==> src/source/vec_defs.svh <==
// Build constants of the vector co-processor
// VEC_NR_LANES must be a power of two and at least 1
// VEC_VLMAX must be a multiple of VEC_NR_LANES
// VEC_ELEMS_PER_LANE must be 2 or more, so that a lane slot index has at least one bit
// Nothing here is checked at elaboration, so keep these rules when editing
`ifndef VEC_DEFS_SVH
`define VEC_DEFS_SVH

// Number of parallel lanes
`define VEC_NR_LANES 4

// Element and scalar width in bits
`define VEC_ELEN 32

// Architectural vector registers
`define VEC_NR_VREGS 32

// Elements per vector register
`define VEC_VLMAX 8

// Elements of one register held by each lane
`define VEC_ELEMS_PER_LANE (`VEC_VLMAX / `VEC_NR_LANES)

`endif

==> src/source/vec_pkg.sv <==
// Shared types of the vector co-processor
// Widths follow the constants in vec_defs.svh
// Opcodes 10 to 15 have no enum value and get an error response
`default_nettype none

`include "vec_defs.svh"

package vec_pkg;

  ////////////////////////////////////////////////////////////////////
  // Plain widths
  ////////////////////////////////////////////////////////////////////

  typedef logic [`VEC_ELEN-1:0]                   elen_t;
  typedef logic [$clog2(`VEC_NR_VREGS)-1:0]       vreg_idx_t;
  typedef logic [$clog2(`VEC_VLMAX+1)-1:0]        vlen_t;
  typedef logic [$clog2(`VEC_ELEMS_PER_LANE)-1:0] elem_idx_t;
  typedef logic [3:0]                             opcode_t;

  // Legal operations, encoded as on the request port
  typedef enum opcode_t {
    VSETVL  = 4'd0,
    VADD_VV = 4'd1,
    VADD_VX = 4'd2,
    VSUB_VV = 4'd3,
    VAND_VV = 4'd4,
    VOR_VV  = 4'd5,
    VXOR_VV = 4'd6,
    VMV_VX  = 4'd7,
    VID     = 4'd8,
    VEXT_XV = 4'd9
  } vec_op_e;

  ////////////////////////////////////////////////////////////////////
  // Port bundles
  ////////////////////////////////////////////////////////////////////

  // Request from the scalar core
  typedef struct packed {
    opcode_t   opcode;
    vreg_idx_t vs1;
    vreg_idx_t vs2;
    vreg_idx_t vd;
    elen_t     scalar;
  } acc_req_t;

  // Response to the scalar core
  typedef struct packed {
    elen_t data;
    logic  error;
  } acc_resp_t;

  // Decoded request with the current vl attached
  typedef struct packed {
    vec_op_e   op;
    vreg_idx_t vs1;
    vreg_idx_t vs2;
    vreg_idx_t vd;
    elen_t     scalar;
    vlen_t     vl;
  } vec_req_t;

  // Broadcast from the sequencer to every lane
  typedef struct packed {
    vec_op_e   op;
    vreg_idx_t vs1;
    vreg_idx_t vs2;
    vreg_idx_t vd;
    elen_t     scalar;
    vlen_t     vl;
  } lane_req_t;

  // Enum literals carry a prefix since both FSMs share this scope
  typedef enum logic [1:0] {
    DISP_IDLE,
    DISP_SEND,
    DISP_WAIT_RESP
  } disp_state_e;

  typedef enum logic [1:0] {
    SEQ_IDLE,
    SEQ_RUN,
    SEQ_RESP
  } seq_state_e;

endpackage : vec_pkg

`default_nettype wire

==> src/source/vec_sequencer.sv <==
// Issue stage of the vector co-processor
// Runs one vector instruction at a time, so no hazard tracking is needed
// Relies on all lanes finishing in the same cycle and watches lane 0 only
// An out-of-range VEXT_XV index returns 0 since no lane claims it
`timescale 1ns/1ns
`default_nettype none

`include "vec_defs.svh"

module vec_sequencer import vec_pkg::*; (
  input  logic                       clk_i,
  input  logic                       rst_n_i,
  // Dispatcher side
  input  vec_req_t                   seq_req_i,
  input  logic                       seq_req_valid_i,
  output logic                       seq_req_ready_o,
  output elen_t                      seq_resp_o,
  output logic                       seq_resp_valid_o,
  // Lane side
  output lane_req_t                  lane_req_o,
  output logic                       lane_req_valid_o,
  input  logic  [`VEC_NR_LANES-1:0]  lane_done_i,
  input  elen_t [`VEC_NR_LANES-1:0]  lane_scalar_i,
  input  logic  [`VEC_NR_LANES-1:0]  lane_scalar_valid_i
);

  seq_state_e state_q;
  seq_state_e state_d;
  lane_req_t  insn_q;
  logic       issue_q;
  elen_t      scalar_q;
  elen_t      scalar_d;
  logic       seq_accept;

  assign seq_req_ready_o = (state_q == SEQ_IDLE);
  assign seq_accept      = seq_req_valid_i & seq_req_ready_o;

  assign lane_req_o       = insn_q;
  assign lane_req_valid_o = issue_q;

  // Only VEXT_XV returns data
  assign seq_resp_valid_o = (state_q == SEQ_RESP);
  assign seq_resp_o       = (insn_q.op == VEXT_XV) ? scalar_q : '0;

  ////////////////////////////////////////////////////////////////////
  // FSM
  ////////////////////////////////////////////////////////////////////

  always_comb begin
    state_d = state_q;
    case (state_q)
      SEQ_IDLE: begin
        if (seq_accept) begin
          state_d = SEQ_RUN;
        end
      end
      SEQ_RUN: begin
        if (lane_done_i[0]) begin
          state_d = SEQ_RESP;
        end
      end
      SEQ_RESP: state_d = SEQ_IDLE;
      default:  state_d = SEQ_IDLE;
    endcase
  end

  always_ff @(posedge clk_i) begin
    if (!rst_n_i) begin
      state_q <= SEQ_IDLE;
      issue_q <= 1'b0;
    end else begin
      state_q <= state_d;
      // Broadcast pulse one cycle after acceptance
      issue_q <= seq_accept;
    end
  end

  // Scalar from whichever lane owns the index
  always_comb begin
    scalar_d = scalar_q;
    for (int i = 0; i < `VEC_NR_LANES; i++) begin
      if (lane_scalar_valid_i[i]) begin
        scalar_d = lane_scalar_i[i];
      end
    end
  end

  always_ff @(posedge clk_i) begin
    if (seq_accept) begin
      insn_q.op     <= seq_req_i.op;
      insn_q.vs1    <= seq_req_i.vs1;
      insn_q.vs2    <= seq_req_i.vs2;
      insn_q.vd     <= seq_req_i.vd;
      insn_q.scalar <= seq_req_i.scalar;
      insn_q.vl     <= seq_req_i.vl;
      scalar_q      <= '0;
    end else begin
      scalar_q <= scalar_d;
    end
  end

endmodule : vec_sequencer

`default_nettype wire

==> config.mk <==
export PLATFORM = sky130hd
export DESIGN_NAME = vec_sequencer
export DESIGN_NICKNAME = d
export VERILOG_FILES = /design/src/source/vec_pkg.sv /design/src/source/vec_sequencer.sv
export VERILOG_INCLUDE_DIRS = /design/src /design/src/source
export SDC_FILE = /design/constraint.sdc
export NUM_CORES = 1
export LEC_CHECK = 0
export ABC_AREA = 1
export CAP_MARGIN = 15
export CELL_PAD_IN_SITES_DETAIL_PLACEMENT = 0
export CELL_PAD_IN_SITES_GLOBAL_PLACEMENT = 2
export CORE_MARGIN = 4
export CORE_UTILIZATION = 30
export DETAILED_ROUTE_END_ITERATION = 10
export DONT_BUFFER_PORTS = 1
export MAX_ROUTING_LAYER = met4
export PLACE_DENSITY = 0.75
export SLEW_MARGIN = 20
export SYNTH_ARGS = -nofsm -noshare
export SYNTH_HDL_FRONTEND = slang
export SYNTH_SLANG_ARGS = --single-unit
==> constraint.sdc <==
create_clock -name clk_i -period 2.8 [get_ports clk_i]
set_input_delay 0.56 -clock clk_i [delete_from_list [all_inputs] [get_ports clk_i]]
set_output_delay 0.56 -clock clk_i [all_outputs]
set_load 0.05 [all_outputs]
==> results.cfg <==
[run_status]
run_status = completed

[clock_tree]
cts_root_buffer = clkbuf_16
clk_pin_slew_ns = 0.07
postCtsSetupBuffers = 0
cts_tree = done
cts.sink_count = 90
cts.htree.levels = 3
cts_resized = 0
cts_buffers = 9
clk_path_buf_depth = 2
cts_hold_repair.buffers = 0
insertion_delay_ns = 0.34

[sta]
drv_slew = 0
setup_viol = 0
period_minus_slack_ns = 2.41
rsz0062_at_grt = false
fmax_mhz = 415
fin_setup_tns_ns = 0
tightest_slew_ns = 1.06
hold_viol_final = 0
finalCritPeriodShare_pct = 86.0
fin_ws_ns = 0.393
max_slew_margin_pct = 29.3
clock_skew_ns = 0.00974

[finish]
drive_gt1_share_pct = 10.7
fillers = 1478
diodes = 0
nNetsFinal = 769
design_area_um2 = 5010
syn2layout_area_growth_pct = 15.0
fin_util_pct = 35.7

[placed_design]
dpl.hpwl_um = 10300
pre_cts_slack_ns = 0.718
placed_cell_area_um2 = 4670
routabilityCongestion = 0.756
portBuffers = 0

[synthesis]
avgSynthCellArea_um2 = 7.83
ys_seq_elements = 90
synth-seq-area-share_pct = 53.9
synthesis.instances = 557
syn_nets = 751
synthDistinctLibCells = 19
synth_warnings = 0
syn_area_um2 = 4360

[worst_setup_path]
crit_chain = nand3_1, buf_4, nor2_1, buf_4
worstPathRequired_ns = 2.24
worst_path_max_delay_cell = edfxtp_1
cp.arrival_ns = 1.85
critical_path.startpoint = lane_req_o[51]
critical-path-top-cell-by-count = buf_4
reg2reg_from = state_q[0]
cp-end-kind = output pin
worstSetupPathType = flip-flop to output pin
path_max_fanout = 32
r2r.worst_path.cells = 3
slowest_delay_ns = 0.63
cp-start-kind = flip-flop

[die]
initial_core_util_pct = 31.1
core_um2 = 14000
die-area_um2 = 16500
io_pins = 284
rows = 43
die_w_um = 129
die_y_um = 129

[detailed_routing]
drtIter0Drc = 140
viasPerCell = 4.68
routed_wl_um = 13700
dr.pass1.iters = 4
vias = 3555
antenna_left = 0
wl_per_cell_um = 18.1
remaining_drc_errors = 0

[grt]
grt_overflow = 0
antenna_found_initial = 0
grt_pass1_vias = 3560
grt_usage_pct = 16.3
grt_pass1_wl_um = 19900
grt_max_degree = 65

[pwr]
p_switching_uw = 978
p_int_uw = 2520
p_per_area_nw_per_um2 = 698
power.leakage_uw = 0.00227
power_frac_seq_pct = 50.2
worst_ir_drop_vdd_mv = 0.252
clkPwrFrac_pct = 40.2
power_uw = 3500
p_sw_share_pct = 28.0
p_comb_share_pct = 9.7

[worst_hold_path]
min_path_type = primary input to flip-flop
hp-start = seq_req_i[47]
min_path_cells = 0

[run]
max-cap-violations = 0
path summary, 6_finish.rpt:
kind,endpoint,slack (ns)
max,seq_resp_o[8],0.39
min,lane_req_o[47],0.31
max reg2reg,lane_req_o[24],0.82
min reg2reg,state_q[1],0.51
cell usage after synthesis:
cell type / count / area share, %
nand3b_1: 1 / 0.17
buf_4: 7 / 1.2
buf_6: 8 / 2.1
nand3_1: 66 / 7.6
clkbuf_1: 7 / 0.60
inv_2: 1 / 0.086
nor2_2: 1 / 0.14
nand2_4: 1 / 0.26
o21ai_0: 21 / 2.4
a21oi_1: 1 / 0.11
inv_1: 68 / 5.9
o21ai_1: 11 / 1.3
edfxtp_1: 55 / 38
nor2_8: 1 / 0.46
nand2_1: 96 / 8.3
nor2_1: 165 / 14
nand2_2: 1 / 0.14
buf_2: 11 / 1.3
dfxtp_1: 35 / 16
through the flow:
stage / std cells / hold slack, ns
final: 760 / 0.309
after global routing: 760 / 0.279
after CTS: 760 / 0.289
after detailed placement: 744 / 0.491
after global placement: 744 / 0.474
after floorplan: 557 / 0.461
layer usage:
layer	part of all wire [%]	vias up	GRT usage, %
li1	-	1770	-
met4	0.79	0	3.34
met1	40	1589	18.4
met5	0	-	-
met2	51	187	28.0
met3	8.4	9	5.69
critical path, delay by kind of cell, from the launching register on:
| family | cells | cell delay [ns] |
|---|---|---|
| flops | 1 | 0.63 |
| simple gates | 2 | 0.29 |
| buf+inv | 2 | 0.59 |
logic make-up after synthesis:
| family | synth area share, % |
|---|---|
| AOI/OAI and AO/OA | 3.79 |
| buffers and inverters | 11.1 |
| DFF | 53.9 |
| and+or+nand+nor | 31.2 |
area by class of cell:
class	count	area (um2)	share of cell area, %
sequential	90	2350	46.9
multi-input combinational	365	1530	30.4
timing repair buffer	40	300	5.99
inverter	69	263	5.24
clock buffer	9	225	4.49
tap	180	225	4.49
clock inverter	7	123	2.45
placed cells by master, fill, tap and decap left out:
master and count:
nand2_4 1, bufinv_16 3, nand2_2 1, clkinv_2 1, inv_1 67, clkinvlp_4 2, o21ai_1 11, nor2_8 1
nor2_2 1, a21oi_1 1, dfxtp_1 35, nand3_1 66, clkbuf_16 9, inv_6 1, inv_8 1, inv_2 1
edfxtp_1 55, o21ai_0 21, nand3b_1 1, buf_4 40, nor2_1 165, nand2_1 96
power groups by stage:
stage	registers (uW)	logic, uW	clock network, uW
global route	1770	392	1510
floorplan	1780	285	0
finish	1760	338	1410
global placement	1780	341	0
CTS	1760	345	1450
detailed placement	1780	345	0
state kept, by name (all words and copies together) (netlist names):
register	count
state_q	2
scalar_q	32
lane_req_o	55
lane_req_valid_o	1
Note: power is estimated with default switching activity, not from simulation.
