[src/source/vec_defs.svh]
// Build constants of the vector co-processor
// VEC_NR_LANES must be a power of two and at least 1
// VEC_VLMAX must be a multiple of VEC_NR_LANES
// VEC_ELEMS_PER_LANE must be 2 or more, so that a lane slot index has at least one bit
// Nothing here is checked at elaboration, so keep these rules when editing
`ifndef VEC_DEFS_SVH
`define VEC_DEFS_SVH

// Number of parallel lanes
`define VEC_NR_LANES 4

// Element and scalar width in bits
`define VEC_ELEN 32

// Architectural vector registers
`define VEC_NR_VREGS 32

// Elements per vector register
`define VEC_VLMAX 8

// Elements of one register held by each lane
`define VEC_ELEMS_PER_LANE (`VEC_VLMAX / `VEC_NR_LANES)

`endif

[src/source/vec_pkg.sv]
// Shared types of the vector co-processor
// Widths follow the constants in vec_defs.svh
// Opcodes 10 to 15 have no enum value and get an error response
`default_nettype none

`include "vec_defs.svh"

package vec_pkg;

  ////////////////////////////////////////////////////////////////////
  // Plain widths
  ////////////////////////////////////////////////////////////////////

  typedef logic [`VEC_ELEN-1:0]                   elen_t;
  typedef logic [$clog2(`VEC_NR_VREGS)-1:0]       vreg_idx_t;
  typedef logic [$clog2(`VEC_VLMAX+1)-1:0]        vlen_t;
  typedef logic [$clog2(`VEC_ELEMS_PER_LANE)-1:0] elem_idx_t;
  typedef logic [3:0]                             opcode_t;

  // Legal operations, encoded as on the request port
  typedef enum opcode_t {
    VSETVL  = 4'd0,
    VADD_VV = 4'd1,
    VADD_VX = 4'd2,
    VSUB_VV = 4'd3,
    VAND_VV = 4'd4,
    VOR_VV  = 4'd5,
    VXOR_VV = 4'd6,
    VMV_VX  = 4'd7,
    VID     = 4'd8,
    VEXT_XV = 4'd9
  } vec_op_e;

  ////////////////////////////////////////////////////////////////////
  // Port bundles
  ////////////////////////////////////////////////////////////////////

  // Request from the scalar core
  typedef struct packed {
    opcode_t   opcode;
    vreg_idx_t vs1;
    vreg_idx_t vs2;
    vreg_idx_t vd;
    elen_t     scalar;
  } acc_req_t;

  // Response to the scalar core
  typedef struct packed {
    elen_t data;
    logic  error;
  } acc_resp_t;

  // Decoded request with the current vl attached
  typedef struct packed {
    vec_op_e   op;
    vreg_idx_t vs1;
    vreg_idx_t vs2;
    vreg_idx_t vd;
    elen_t     scalar;
    vlen_t     vl;
  } vec_req_t;

  // Broadcast from the sequencer to every lane
  typedef struct packed {
    vec_op_e   op;
    vreg_idx_t vs1;
    vreg_idx_t vs2;
    vreg_idx_t vd;
    elen_t     scalar;
    vlen_t     vl;
  } lane_req_t;

  // Enum literals carry a prefix since both FSMs share this scope
  typedef enum logic [1:0] {
    DISP_IDLE,
    DISP_SEND,
    DISP_WAIT_RESP
  } disp_state_e;

  typedef enum logic [1:0] {
    SEQ_IDLE,
    SEQ_RUN,
    SEQ_RESP
  } seq_state_e;

endpackage : vec_pkg

`default_nettype wire

[src/source/vec_dispatcher.sv]
// Request stage of the vector co-processor
// Only one request is accepted at a time
// acc_req_ready_o stays low until the response of that request
// The core must take every response pulse since there is no back-pressure
// VSETVL and illegal opcodes never reach the sequencer
`timescale 1ns/1ns
`default_nettype none

`include "vec_defs.svh"

module vec_dispatcher import vec_pkg::*; (
  input  logic      clk_i,
  input  logic      rst_n_i,
  // Core side
  input  acc_req_t  acc_req_i,
  input  logic      acc_req_valid_i,
  output logic      acc_req_ready_o,
  output acc_resp_t acc_resp_o,
  output logic      acc_resp_valid_o,
  // Sequencer side
  output vec_req_t  seq_req_o,
  output logic      seq_req_valid_o,
  input  logic      seq_req_ready_i,
  input  elen_t     seq_resp_i,
  input  logic      seq_resp_valid_i
);

  disp_state_e state_q;
  disp_state_e state_d;
  logic        ready_q;
  acc_req_t    req_q;
  vlen_t       vl_q;
  vlen_t       vl_d;
  vlen_t       setvl_vl;
  vec_op_e     dec_op;
  logic        illegal_op;
  logic        acc_accept;

  assign acc_req_ready_o = ready_q;
  assign acc_accept      = acc_req_valid_i & ready_q;

  // Decode of the buffered request
  assign illegal_op = (req_q.opcode > opcode_t'(VEXT_XV));
  assign dec_op     = vec_op_e'(req_q.opcode);

  // Requested length clamped to VLMAX
  assign setvl_vl = (req_q.scalar >= elen_t'(`VEC_VLMAX)) ? vlen_t'(`VEC_VLMAX)
                                                          : vlen_t'(req_q.scalar);

  always_comb begin
    seq_req_o.op     = dec_op;
    seq_req_o.vs1    = req_q.vs1;
    seq_req_o.vs2    = req_q.vs2;
    seq_req_o.vd     = req_q.vd;
    seq_req_o.scalar = req_q.scalar;
    seq_req_o.vl     = vl_q;
  end

  ////////////////////////////////////////////////////////////////////
  // FSM and response merge
  ////////////////////////////////////////////////////////////////////

  always_comb begin
    state_d          = state_q;
    vl_d             = vl_q;
    seq_req_valid_o  = 1'b0;
    acc_resp_valid_o = 1'b0;
    acc_resp_o       = '0;
    case (state_q)
      DISP_IDLE: begin
        if (acc_accept) begin
          state_d = DISP_SEND;
        end
      end
      DISP_SEND: begin
        if (illegal_op) begin
          // Error with zero data, no state touched
          acc_resp_valid_o = 1'b1;
          acc_resp_o.error = 1'b1;
          state_d          = DISP_IDLE;
        end else if (dec_op == VSETVL) begin
          acc_resp_valid_o = 1'b1;
          acc_resp_o.data  = elen_t'(setvl_vl);
          vl_d             = setvl_vl;
          state_d          = DISP_IDLE;
        end else begin
          seq_req_valid_o = 1'b1;
          if (seq_req_ready_i) begin
            state_d = DISP_WAIT_RESP;
          end
        end
      end
      DISP_WAIT_RESP: begin
        if (seq_resp_valid_i) begin
          acc_resp_valid_o = 1'b1;
          acc_resp_o.data  = seq_resp_i;
          state_d          = DISP_IDLE;
        end
      end
      default: state_d = DISP_IDLE;
    endcase
  end

  always_ff @(posedge clk_i) begin
    if (!rst_n_i) begin
      state_q <= DISP_IDLE;
      ready_q <= 1'b0;
      vl_q    <= vlen_t'(`VEC_VLMAX);
    end else begin
      state_q <= state_d;
      // Ready again once the FSM returns to idle
      ready_q <= (state_d == DISP_IDLE);
      vl_q    <= vl_d;
    end
  end

  // Request buffer
  always_ff @(posedge clk_i) begin
    if (acc_accept) begin
      req_q <= acc_req_i;
    end
  end

endmodule : vec_dispatcher

`default_nettype wire

[config.mk]
export PLATFORM = sky130hd
export DESIGN_NAME = vec_dispatcher
export DESIGN_NICKNAME = d
export VERILOG_FILES = /design/src/source/vec_pkg.sv /design/src/source/vec_dispatcher.sv
export VERILOG_INCLUDE_DIRS = /design/src /design/src/source
export SDC_FILE = /design/constraint.sdc
export NUM_CORES = 1
export LEC_CHECK = 0
export ABC_AREA = 1
export BUFFER_PORTS_ARGS = -buffer_cell sky130_fd_sc_hd__buf_2
export CORE_ASPECT_RATIO = 2
export CORE_UTILIZATION = 36
export DETAILED_ROUTE_END_ITERATION = 10
export HOLD_SLACK_MARGIN = 0.03
export PLACE_DENSITY = 0.76
export SLEW_MARGIN = 20
export SYNTH_ARGS = -nofsm -noshare
export SYNTH_HDL_FRONTEND = slang
export SYNTH_SLANG_ARGS = --single-unit
[constraint.sdc]
create_clock -name clk_i -period 2 [get_ports clk_i]
set_input_delay 0.2 -clock clk_i [delete_from_list [all_inputs] [get_ports clk_i]]
set_output_delay 0.2 -clock clk_i [all_outputs]
set_load 0.02 [all_outputs]
==> impl_metrics.csv <==
group,metric,value,unit
run_status,outcome,"finished, final reports clean",
final_layout,utilization,59.2,%
logic_synthesis,synth.area.mux_share,0,%
pwr,leakagePower,1.91,nW
routing,drtPass1Iterations,4,
setup_path,required,1800,ps
final_layout,num_antenna_cells,0,
logic_synthesis,synth_top_family_by_area,"simple AND/OR/NAND/NOR gates",
pwr,finalPower,3.21,mW
floorplanning,die_y,116,um
logic_synthesis,yosysUniqueCellTypes,17,
global_route,track_usage,16.3,%
placement,io_buffers,178,
pwr,ir_drop,0.705,mV
logic_synthesis,synth_compound_area_share,2.98,%
sta,layout_min_cycle_time,1880,ps
global_route,first_global_vias,1966,
final_layout,layout-drive-gt1-share,51.1,%
setup_path,setup.worst_path.start_class,"flip-flop",
placement,dpl_worst_slack,185,ps
logic_synthesis,synth_warnings,0,
routing,wl,5840,um
routing,route.vias.total,2149,
global_route,grt_pass1_wl,7820,um
setup_path,critical_path.max_fanout,7,
floorplanning,rows,41,
routing,antenna_left,0,
clocking,clk_pin_slew,50,ps
sta,finalWorstSetupSlack,115,ps
logic_synthesis,synth_most_common_cell,"nor2_1",
global_route,antenna_found_initial,0,
logic_synthesis,synth_area,0.00235,mm^2
setup_path,crit_slowest_cell,"edfxtp_1",
sta,max_slew_margin,77.8,%
routing,wl_per_cell,11.6,um
worst_hold_path,holdCritPathClass,"input port to flip-flop",
placement,place_hpwl,4640,um
routing,viasPerCell,4.27,
sta,max_freq,531,MHz
setup_path,r2r_cells,8,
logic_synthesis,synth_async_sr_flop_share,0,%
global_route,grt_max_degree,28,
routing,drt-initial-drc-count,59,
setup_path,rrSetupSlack,600,ps
setup_path,r2r_end,"vl_q[2]",
clocking,ctsRootBufferMaster,"clkbuf_16",
clocking,tritoncts,"done",
logic_synthesis,synth_top_area_share,65.2,%
logic_synthesis,synth_nets,310,
logic_synthesis,synth-edff-count,51,
logic_synthesis,synth-seq-cells,58,
sta,holdWs,53.6,ps
sta,fin_crit_sh,94.2,%
sta,hold_viol,0,
clocking,cts_made_buffers,9,
logic_synthesis,ys.flop_type,"edfxtp_1",
routing,drc,0,
logic_synthesis,yosysSeqAreaShare,71.2,%
logic_synthesis,synthAdderAreaFrac,2.13,%
sta,worstMarginPinSlew,329,ps
logic_synthesis,syn_inst,218,
sta,setup_violations,0,
worst_hold_path,worstHoldPathCells,1,
clocking,hold_buffers,0,
setup_path,critical_path_class,"flip-flop to output pin",
clocking,clock_latency,320,ps
floorplanning,initial_core_util,37.2,%
clocking,cts.sinks,58,
logic_synthesis,syn_avg_cell_area,10.8,um^2
setup_path,cp.arrival,1680,ps
floorplanning,dieArea,0.00687,mm^2
job,drv_cap,0,
floorplanning,core,0.00631,mm^2
clocking,clk_path_buf_depth,2,
clocking,cts.htree.levels,3,
final_layout,nNetsFinal,504,
setup_path,max_stage_delay,410,ps
final_layout,n_fill_cell,539,
floorplanning,pin_count,179,
setup_path,critPathCaptureType,"output pin",
worst_hold_path,worstHoldStart,"acc_req_i[48]",
floorplanning,die_w,59.1,um
global_route,gr-total-overflow,0,
worst_hold_path,min_to,"dec_op[1]",
logic_synthesis,synthXorXnorAreaFrac,0,%
sta,slew_violations,0,
setup_path,cpMostUsedCell,"nor2_1",
sta,fin_skew,3.79,ps
logic_synthesis,synthSimpleGateAreaFrac,15.9,%
logic_synthesis,synthTopCellsByArea,"edfxtp_1 (65%), nor2_1 (9.1%), inv_1 (7.0%), dfxtp_1 (6.0%), nand2_1 (4.8%)",
pwr,power_density,860,mW/mm^2
placement,routabilityCongestion,0.844,
setup_path,path_cells,"nor2_1 -> nand3_1 -> nor2_1 -> inv_2 -> nor2_1 -> nand2_1 -> o21ai_1 -> buf_4",
logic_synthesis,synth_common_cells,"nor2_1 (57), edfxtp_1 (51), inv_1 (44)",
logic_synthesis,yosys.area.top_type,"edfxtp_1",
setup_path,r2r_start,"dec_op[1]",
final_layout,area_growth,59.1,%
sta,grt_setup_unrepaired,"yes",
flip-flops by register name, indices dropped and copies added, names as in the netlist:
name / cells
acc_req_ready_o: 1
dec_op: 4
seq_req_o: 47
state_q: 2
vl_q: 4
timing repair:
item / CTS / global route
pin swaps: 1 / 5
buffers inserted: 0 / 5
gates resized for setup: 5 / 17
gates cloned: 0 / 0
endpoints found under the setup margin: 27 / 32
hold endpoints to repair: 0 / 0
per-stage QoR:
| stage | instances | cell area, um^2 | TNS (ps) |
|---|---|---|---|
| 2_1_floorplan | 218 | 2350 | 0 |
| 3_3_place_gp | 482 | 3360 | 0 |
| 3_5_place_dp | 482 | 3360 | 0 |
| 4_1_cts | 498 | 3650 | 0 |
| 5_1_grt | 503 | 3740 | -19.0 |
| 6_report | 503 | 3740 | 0 |
logic make-up after synthesis:
kind of cell / after synthesis
buf+inv: 48
simple gates: 94
flops: 58
fa+ha+maj: 4
compound gates: 14
critical path, delay by kind of cell (launching register included):
family | cells | cell delay [ps]
flops | 1 | 410
buf+inv | 2 | 240
compound gates | 1 | 130
simple gates | 5 | 580
power by group:
| group | internal, mW | leakage (nW) | switching [mW] |
|---|---|---|---|
| Sequential | 1.41 | 0.531 | 0.0272 |
| Combinational | 0.137 | 1.24 | 0.212 |
| Clock | 0.944 | 0.140 | 0.488 |
layout make-up:
cell class	count	area, um^2	area share (%)
timing repair buffer	185	965	25.8
clock buffer	9	225	6.03
tap	86	108	2.88
sequential	58	1670	44.8
clock inverter	7	60.1	1.61
multi-input combinational	112	520	13.9
inverter	46	184	4.92
layout by cell type, fill, tap and decap left out:
cell        instances
inv_1              40
nand2_1            30
bufinv_16           1
clkinvlp_4          2
a21oi_1             5
ha_1                2
nor2_1             56
clkinv_1            2
ha_2                1
buf_6               1
clkinv_2            3
nor2_2              1
nand3_1             2
nor3b_1             1
inv_2               4
o21ai_1             2
or2_1               1
edfxtp_1           51
nor2_4              2
buf_2             171
o21ai_2             1
ha_4                1
o21ai_0             6
clkbuf_16           9
buf_4              13
nand4_1             1
dfxtp_1             5
dfxtp_2             2
inv_8               1
worst max path at each step:
stage                    startpoint        endpoint  slack, ps  depth (start not counted)
floorplan           acc_req_ready_o      state_q[0]        120                          5
global placement         state_q[0]  acc_resp_o[18]        280                          7
detailed placement       state_q[0]  acc_resp_o[16]        180                          7
CTS                      state_q[1]  acc_resp_o[16]         10                          7
global route              dec_op[2]   acc_resp_o[2]        -10                          8
finish                    dec_op[1]   acc_resp_o[2]        120                          8
per-layer routing:
metal  wire length (um)  GRT usage (%)  vias to the layer above
li1                   -              -                     1071
met3                628           6.42                       13
met2               3340           32.7                      141
met4                138           10.5                        0
met1               1730           11.1                      924
met5                  0              0                        -
Power figures use the tool's default switching activity.
